$ cat src/include/xlane_cfg.svh
/*
 * Build-time sizing for the multi-lane word transformer.
 * Include in any file that sizes ports, types or storage.
 */

`ifndef XLANE_CFG_SVH
`define XLANE_CFG_SVH

// number of lanes behind the steering stage
`define XLANE_NUM_LANES 4

// data payload width of every word and beat
`define XLANE_PAYLOAD_W 16

// words per lane FIFO, power of two
`define XLANE_FIFO_DEPTH 4

// width of the lane field in an input word
`define XLANE_LANE_W 2

`endif

$ cat src/hw/lane_pkg.sv
/*
 * Lane-side types shared by the steering, lane and merge stages.
 * The one-hot vector doubles as the output user tag.
 */

`default_nettype none

`include "xlane_cfg.svh"

package lane_pkg;

  // binary lane number
  typedef logic [`XLANE_LANE_W-1:0] lane_idx_t;

  // one bit per lane, used for valids, readies and the user tag
  typedef logic [`XLANE_NUM_LANES-1:0] lane_oh_t;

  // transformed word from a lane to the merge stage
  typedef struct packed {
    logic [`XLANE_PAYLOAD_W-1:0] data;
  } lane_beat_t;

endpackage

`default_nettype wire

$ cat src/hw/word_pkg.sv
/*
 * Input word formats for the multi-lane transformer.
 * One 19-bit word carries either lane data or a lane mode update.
 */

`default_nettype none

`include "xlane_cfg.svh"

package word_pkg;

  // transform applied by a lane to its data words
  typedef enum logic [1:0] {
    MODE_PASS = 2'd0,
    MODE_XOR  = 2'd1,
    MODE_ADD  = 2'd2,
    MODE_INV  = 2'd3
  } xform_mode_t;

  // data body, payload only
  typedef struct packed {
    logic [`XLANE_PAYLOAD_W-1:0] payload;
  } data_body_t;

  // config body, mode on top of a short constant
  // constant zero-extended to payload width when used
  typedef struct packed {
    xform_mode_t                 mode;
    logic [`XLANE_PAYLOAD_W-3:0] const_val;
  } cfg_body_t;

  // same 16 bits, read by is_cfg
  typedef union packed {
    data_body_t data;
    cfg_body_t  cfg;
  } word_body_u;

  typedef struct packed {
    logic                     is_cfg;
    logic [`XLANE_LANE_W-1:0] lane;
    word_body_u               body;
  } in_word_t;

endpackage

`default_nettype wire

$ cat src/hw/lane_merge.sv
/*
 * Priority fan-in of the lane beats into one stream.
 * Lower lanes win; the choice stays latched while that lane is valid.
 * The output register holds its word until accepted and carries
 * the winning lane as a one-hot tag.
 */

`timescale 1ns/1ps
`default_nettype none

`include "xlane_cfg.svh"

module lane_merge (
  input  logic                                         clk,
  input  logic                                         rst,
  input  lane_pkg::lane_oh_t                           beat_valid,
  output lane_pkg::lane_oh_t                           beat_ready,
  input  lane_pkg::lane_beat_t [`XLANE_NUM_LANES-1:0]  beats,
  output logic                                         out_valid,
  input  logic                                         out_ready,
  output logic [`XLANE_PAYLOAD_W-1:0]                  out_data,
  output lane_pkg::lane_oh_t                           out_lane
);

  import lane_pkg::*;

  localparam int N = `XLANE_NUM_LANES;

  lane_oh_t   sel;
  lane_oh_t   first_valid;
  lane_idx_t  sel_idx;
  logic       sel_valid;
  lane_beat_t sel_beat;
  logic       out_open;
  logic       load;

  ////////////////////////////////
  // select stage

  // isolate lowest valid lane
  assign first_valid = beat_valid & (~beat_valid + 1'b1);

  // held choice still has a beat
  assign sel_valid = |(sel & beat_valid);

  always_ff @(posedge clk) begin
    if (rst) begin
      sel <= '0;
    end else if (!sel_valid) begin
      // re-pick only once the chosen lane goes idle
      sel <= first_valid;
    end
  end

  // one-hot to index for the beat mux
  always_comb begin
    sel_idx = '0;
    for (int i = 0; i < N; i++) begin
      if (sel[i]) begin
        sel_idx = lane_idx_t'(i);
      end
    end
  end

  assign sel_beat = beats[sel_idx];

  ////////////////////////////////
  // output stage

  // room when empty or draining this edge
  assign out_open = ~out_valid | out_ready;
  assign load     = sel_valid & out_open;

  assign beat_ready = out_open ? sel : '0;

  always_ff @(posedge clk) begin
    if (rst) begin
      out_valid <= 1'b0;
    end else if (out_open) begin
      out_valid <= sel_valid;
    end
  end

  // word and tag stay put under back-pressure
  always_ff @(posedge clk) begin
    if (load) begin
      out_data <= sel_beat.data;
      out_lane <= sel;
    end
  end

  a_out_hold: assert property (@(posedge clk) disable iff (rst)
    (out_valid && !out_ready) |=> out_valid && $stable(out_data) && $stable(out_lane));

endmodule

`default_nettype wire

$ cat src/hw/lane_steer.sv
/*
 * Input buffer and router. Holds one word, decodes its lane field
 * and offers it to that lane only; one word per cycle when drained.
 */

`timescale 1ns/1ps
`default_nettype none

`include "xlane_cfg.svh"

module lane_steer (
  input  logic                clk,
  input  logic                rst,
  input  logic                in_valid,
  output logic                in_ready,
  input  word_pkg::in_word_t  in_word,
  output lane_pkg::lane_oh_t  lane_valid,
  input  lane_pkg::lane_oh_t  lane_ready,
  output word_pkg::in_word_t  lane_word
);

  import word_pkg::*;
  import lane_pkg::*;

  logic      live;
  logic      buf_full;
  in_word_t  buf_word;
  lane_idx_t buf_lane;
  lane_oh_t  lane_sel;
  logic      buf_take;

  ////////////////////////////////
  // lane decode

  assign buf_lane = buf_word.lane;

  always_comb begin
    lane_sel = '0;
    lane_sel[buf_lane] = 1'b1;
  end

  // offer only while holding a word
  assign lane_valid = buf_full ? lane_sel : '0;
  assign lane_word  = buf_word;

  // addressed lane takes it
  assign buf_take = |(lane_valid & lane_ready);

  // empty or emptying this edge
  assign in_ready = live & (~buf_full | buf_take);

  ////////////////////////////////
  // buffer state

  always_ff @(posedge clk) begin
    if (rst) begin
      live     <= 1'b0;
      buf_full <= 1'b0;
    end else begin
      live <= 1'b1;
      if (in_valid && in_ready) begin
        buf_full <= 1'b1;
      end else if (buf_take) begin
        buf_full <= 1'b0;
      end
    end
  end

  always_ff @(posedge clk) begin
    if (in_valid && in_ready) begin
      buf_word <= in_word;
    end
  end

  // at most one lane offered
  a_valid_oh: assert property (@(posedge clk) disable iff (rst)
    $onehot0(lane_valid));

endmodule

`default_nettype wire

$ cat src/hw/lane_unit.sv
/*
 * One transform lane. Buffers routed words in a small FIFO, eats
 * config words at the head to load the mode, and offers data words
 * with the current transform applied combinationally.
 */

`timescale 1ns/1ps
`default_nettype none

`include "xlane_cfg.svh"

module lane_unit (
  input  logic                clk,
  input  logic                rst,
  input  logic                word_valid,
  output logic                word_ready,
  input  word_pkg::in_word_t  word,
  output logic                beat_valid,
  input  logic                beat_ready,
  output lane_pkg::lane_beat_t beat
);

  import word_pkg::*;
  import lane_pkg::*;

  localparam int DEPTH = `XLANE_FIFO_DEPTH;
  localparam int AW    = $clog2(DEPTH);
  localparam int PW    = `XLANE_PAYLOAD_W;

  in_word_t              mem [DEPTH];
  logic [AW:0]           wr_ptr;
  logic [AW:0]           rd_ptr;
  logic                  empty;
  logic                  full;
  logic                  push;
  logic                  pop;
  in_word_t              head;
  logic                  head_cfg;
  xform_mode_t           mode;
  logic [PW-3:0]         const_val;
  logic [PW-1:0]         const_ext;
  logic [PW-1:0]         xdata;

  ////////////////////////////////
  // FIFO

  // extra pointer bit tells full from empty
  assign empty = (wr_ptr == rd_ptr);
  assign full  = (wr_ptr[AW-1:0] == rd_ptr[AW-1:0]) && (wr_ptr[AW] != rd_ptr[AW]);

  assign word_ready = ~full;
  assign push       = word_valid & word_ready;

  assign head     = mem[rd_ptr[AW-1:0]];
  assign head_cfg = ~empty & head.is_cfg;

  // config at head leaves without a handshake
  assign beat_valid = ~empty & ~head.is_cfg;
  assign pop        = head_cfg | (beat_valid & beat_ready);

  always_ff @(posedge clk) begin
    if (push) begin
      mem[wr_ptr[AW-1:0]] <= word;
    end
  end

  always_ff @(posedge clk) begin
    if (rst) begin
      wr_ptr <= '0;
      rd_ptr <= '0;
    end else begin
      if (push) begin
        wr_ptr <= wr_ptr + 1'b1;
      end
      if (pop) begin
        rd_ptr <= rd_ptr + 1'b1;
      end
    end
  end

  ////////////////////////////////
  // mode register

  always_ff @(posedge clk) begin
    if (rst) begin
      mode      <= MODE_PASS;
      const_val <= '0;
    end else if (head_cfg) begin
      mode      <= head.body.cfg.mode;
      const_val <= head.body.cfg.const_val;
    end
  end

  ////////////////////////////////
  // transform

  assign const_ext = PW'(const_val);

  always_comb begin
    case (mode)
      MODE_XOR: xdata = head.body.data.payload ^ const_ext;
      // wraps at payload width
      MODE_ADD: xdata = head.body.data.payload + const_ext;
      MODE_INV: xdata = ~head.body.data.payload;
      default:  xdata = head.body.data.payload;
    endcase
  end

  assign beat = '{data: xdata};

  // a word refused by the full FIFO is offered again unchanged
  a_full_hold: assert property (@(posedge clk) disable iff (rst)
    (word_valid && full) |=> word_valid && $stable(word));

endmodule

`default_nettype wire

$ cat src/hw/xlane_top.sv
/*
 * Top level of the multi-lane word transformer.
 * Input words go through the router, one lane each, then the merge.
 */

`timescale 1ns/1ps
`default_nettype none

`include "xlane_cfg.svh"

module xlane_top (
  input  logic                         clk,
  input  logic                         rst,
  input  logic                         in_valid,
  output logic                         in_ready,
  input  word_pkg::in_word_t           in_word,
  output logic                         out_valid,
  input  logic                         out_ready,
  output logic [`XLANE_PAYLOAD_W-1:0]  out_data,
  output lane_pkg::lane_oh_t           out_lane
);

  import word_pkg::*;
  import lane_pkg::*;

  // router to lanes
  lane_oh_t   lane_valid;
  lane_oh_t   lane_ready;
  in_word_t   lane_word;

  // lanes to merge
  lane_oh_t                               beat_valid;
  lane_oh_t                               beat_ready;
  lane_beat_t [`XLANE_NUM_LANES-1:0]      beats;

  lane_steer u_steer (
    .clk        (clk),
    .rst        (rst),
    .in_valid   (in_valid),
    .in_ready   (in_ready),
    .in_word    (in_word),
    .lane_valid (lane_valid),
    .lane_ready (lane_ready),
    .lane_word  (lane_word)
  );

  ////////////////////////////////
  // lanes, all share the routed word

  for (genvar g = 0; g < `XLANE_NUM_LANES; g++) begin : g_lane
    lane_unit u_lane (
      .clk        (clk),
      .rst        (rst),
      .word_valid (lane_valid[g]),
      .word_ready (lane_ready[g]),
      .word       (lane_word),
      .beat_valid (beat_valid[g]),
      .beat_ready (beat_ready[g]),
      .beat       (beats[g])
    );
  end

  lane_merge u_merge (
    .clk        (clk),
    .rst        (rst),
    .beat_valid (beat_valid),
    .beat_ready (beat_ready),
    .beats      (beats),
    .out_valid  (out_valid),
    .out_ready  (out_ready),
    .out_data   (out_data),
    .out_lane   (out_lane)
  );

endmodule

`default_nettype wire

$ cat config.mk
export PLATFORM = sky130hd
export DESIGN_NAME = xlane_top
export DESIGN_NICKNAME = d
export VERILOG_FILES = /design/src/hw/lane_pkg.sv /design/src/hw/word_pkg.sv /design/src/hw/lane_merge.sv /design/src/hw/lane_steer.sv /design/src/hw/lane_unit.sv /design/src/hw/xlane_top.sv
export VERILOG_INCLUDE_DIRS = /design/src /design/src/include
export SDC_FILE = /design/constraint.sdc
export NUM_CORES = 1
export LEC_CHECK = 0
export ABC_CLOCK_PERIOD_IN_PS = 6040
export BUFFER_PORTS_ARGS = -buffer_cell sky130_fd_sc_hd__buf_2
export CORE_ASPECT_RATIO = 0.9
export CORE_UTILIZATION = 68
export DETAILED_ROUTE_END_ITERATION = 10
export HOLD_SLACK_MARGIN = 0.08
export PLACE_DENSITY_LB_ADDON = 0.08
export SETUP_SLACK_MARGIN = 0.05
export SYNTH_ARGS = -nofsm -noshare
export SYNTH_HDL_FRONTEND = slang
export SYNTH_SLANG_ARGS = --single-unit
$ cat constraint.sdc
create_clock -name clk -period 6.04 [get_ports clk]
set_input_delay 0.302 -clock clk [delete_from_list [all_inputs] [get_ports clk]]
set_output_delay 0.302 -clock clk [all_outputs]
set_load 0.01 [all_outputs]
==> results.ini <==
[run_status]
status=finished, final reports clean

[worst_setup_path]
r2r_setup_slack_ps=1780
path_class=register to register
cp.arrival_ps=4570
start_kind=register
worst_ep_required_time_ps=6350
worstSetupEndpointType=register
crit_path_max_fanout=14

[cts]
cts.sinks=414
cts_max_level=2
clockRootBuffer=clkbuf_16
cts_tree=done
numCtsBuffers=40
clk_pin_slew_ps=60
cts_buffer_depth=3
insertion_delay_ps=560

[floorplan]
fp.dieH_um=164
rows=58
core_area_um2=28300
io_pins=45
dieArea_um2=29800
initial_core_util_pct=70.0
die_width_um=182

[finish]
stdcell_count=1954
syn2layout_area_growth_pct=10.0
final_nets=1666
layout_common_cells=edfxtp_1 (311), nor2_1 (154), nand2_1 (111)
layout-drive-gt1-share_pct=13.4
final_common_cell=edfxtp_1

[power_and_ir_drop]
power_density_nw_per_um2=289
power_leakage_nw=8.18
ir_worst_vdd_mv=0.309

[logic_synthesis]
ys_warn_count=0
ys.flop_type=edfxtp_1
ys_ff_latch=414
ys_async_sr_fraction_pct=0
synth_area_per_cell_um2=13.1
yosysUniqueCellTypes=80
syn_inst=1516
synth-edff-count=311
synth_area_um2=19800
ys_seq_area_share_pct=57.5
syn_nets=1619

[global_route]
antenna_found_initial=0
grt_max_degree=86
grt_pass1_wl_um=76600
grt_pass1_vias=12683
overflow=0
grt_use_total_pct=35.1

[placed_design]
dp.cells=1861
portBuffers=44
gp_congestion=0.915
dp_hpwl_um=32600

[timing]
post-route-period-util_pct=70.6
fin_skew_ps=13.1
clock.fmax_ghz=0.234
min_period_ps=4260
worst_slew_pin_slew_ps=1330
rsz0062_at_grt=no
slew_viol_final=0
setup_viol=0
hold_viol=0
timing.slew.headroom_pct=11.5
fin_setup_tns_ps=0

[job]
drv_cap=0

[routing]
drc=0
vias_per_cell=6.71
routed_wl_um=51100
dr.pass1.iters=6
vias=13112
wire_per_inst_um=26.1
postRouteAntennaNets=0
drt_iter0_drc=1365

[min_path]
hold_class=input port to register

path summary, 6_finish.rpt:
| path | start | depth (start not counted) | end |
|---|---|---|---|
| max | register | 11 | u_merge.out_data[14]$_DFFE_PP_ |
| min | out_ready | 3 | u_merge.out_valid$_SDFFE_PP0N_ |
| max reg2reg | register | 11 | u_merge.out_data[14]$_DFFE_PP_ |
| min reg2reg | g_lane[3].u_lane.const_val[2]$_SDFFE_PP0P_ | 2 | g_lane[3].u_lane.const_val[2]$_SDFFE_PP0P_ |
cell usage after synthesis (all sizes together) (9+ instances only):
cell,n,area share [%]
dfxtp,103,10
or3,10,0.34
nor2b,9,0.28
and3,11,0.35
edfxtp,311,47
and2,28,0.89
inv,22,0.42
nand2,111,2.1
xnor2,44,1.9
nor3,17,0.43
o211ai,24,0.93
nand3,18,0.45
xor2,27,1.2
a211oi,25,0.95
a31oi,19,0.60
buf,26,0.69
ha,76,4.8
nor2,155,2.9
a21oi,78,2.0
mux2i,97,4.9
o21ai,76,1.9
clkbuf,47,1.1
mux4,76,8.6
a21o,15,0.57
power by group:
part           internal, mW  switching (mW)
combinational         0.225           0.315
sequential             3.09          0.0692
clock                  1.49            1.12
registers in the layout, indices dropped and copies added (netlist names), 4 cells and up, named ones only:
signal and cells:
g_lane.u_lane.mem 272, g_lane.u_lane.const_val 56, u_steer.lane_word 17, u_merge.out_data 16, g_lane.u_lane.rd_ptr 12, g_lane.u_lane.wr_ptr 12
g_lane.u_lane.mode 8, u_merge.out_lane 4, u_merge.sel 4
critical path: stages (launching register included):
cell and delay, ps:
dfxtp_1 990, mux4_2 670, ha_1 250, fa_1 410, a21oi_1 290, o21ai_1 190
a31oi_1 260, a21oi_1 140, a41oi_1 270, xor2_1 180, a211oi_1 100, a211o_1 260
layer usage:
metal  GRT usage [%]  vias up  wire [um]
li1                -     5842          -
met1            47.8     6421      20200
met2            57.6      752      24100
met3            6.72       97       5180
met4            11.6        0       1520
met5               0        -          0
area by class of cell:
cell class | instances | area, um2
repair buffers | 78 | 528
multi-input cells | 1005 | 7990
fillers | 1639 | 6490
well taps | 360 | 450
clock buffers | 52 | 1080
diodes | 1 | 2.50
flip-flops and latches | 414 | 11400
inverters | 24 | 90.1
clock inverters | 20 | 275
cell families (layout without fill, tap and decap cells):
logic type | after synthesis | in the layout | share of synthesized area (%)
compound gates | 291 | 291 | 9.46
xor+xnor | 71 | 71 | 3.14
fa+ha+maj | 80 | 80 | 5.20
buf+inv | 97 | 174 | 2.20
flops | 414 | 414 | 57.5
mux | 175 | 175 | 13.6
other cells | 0 | 1 | 0
simple gates | 388 | 388 | 8.84
repair_timing:
action,in CTS,in global routing
setup buffers,0,0
resized for setup,0,0
endpoints found under the hold margin,33,0
hold buffers,20,0
metrics by stage:
stage                     hold slack (ps)  worst slack, ps  utilization (%)  instance area [um2]  total power, mW
after floorplan                       401             2540                -                19800             3.58
after global placement                478             1880             71.6                20300             3.72
after detailed placement              480             1820             71.6                20300             3.73
after CTS                             224             1790             77.1                21800             6.31
after global routing                  274             1500             77.1                21800             6.46
final                                 273             1780             77.1                21800             6.31
No activity file was read; power rests on OpenSTA's default activity.
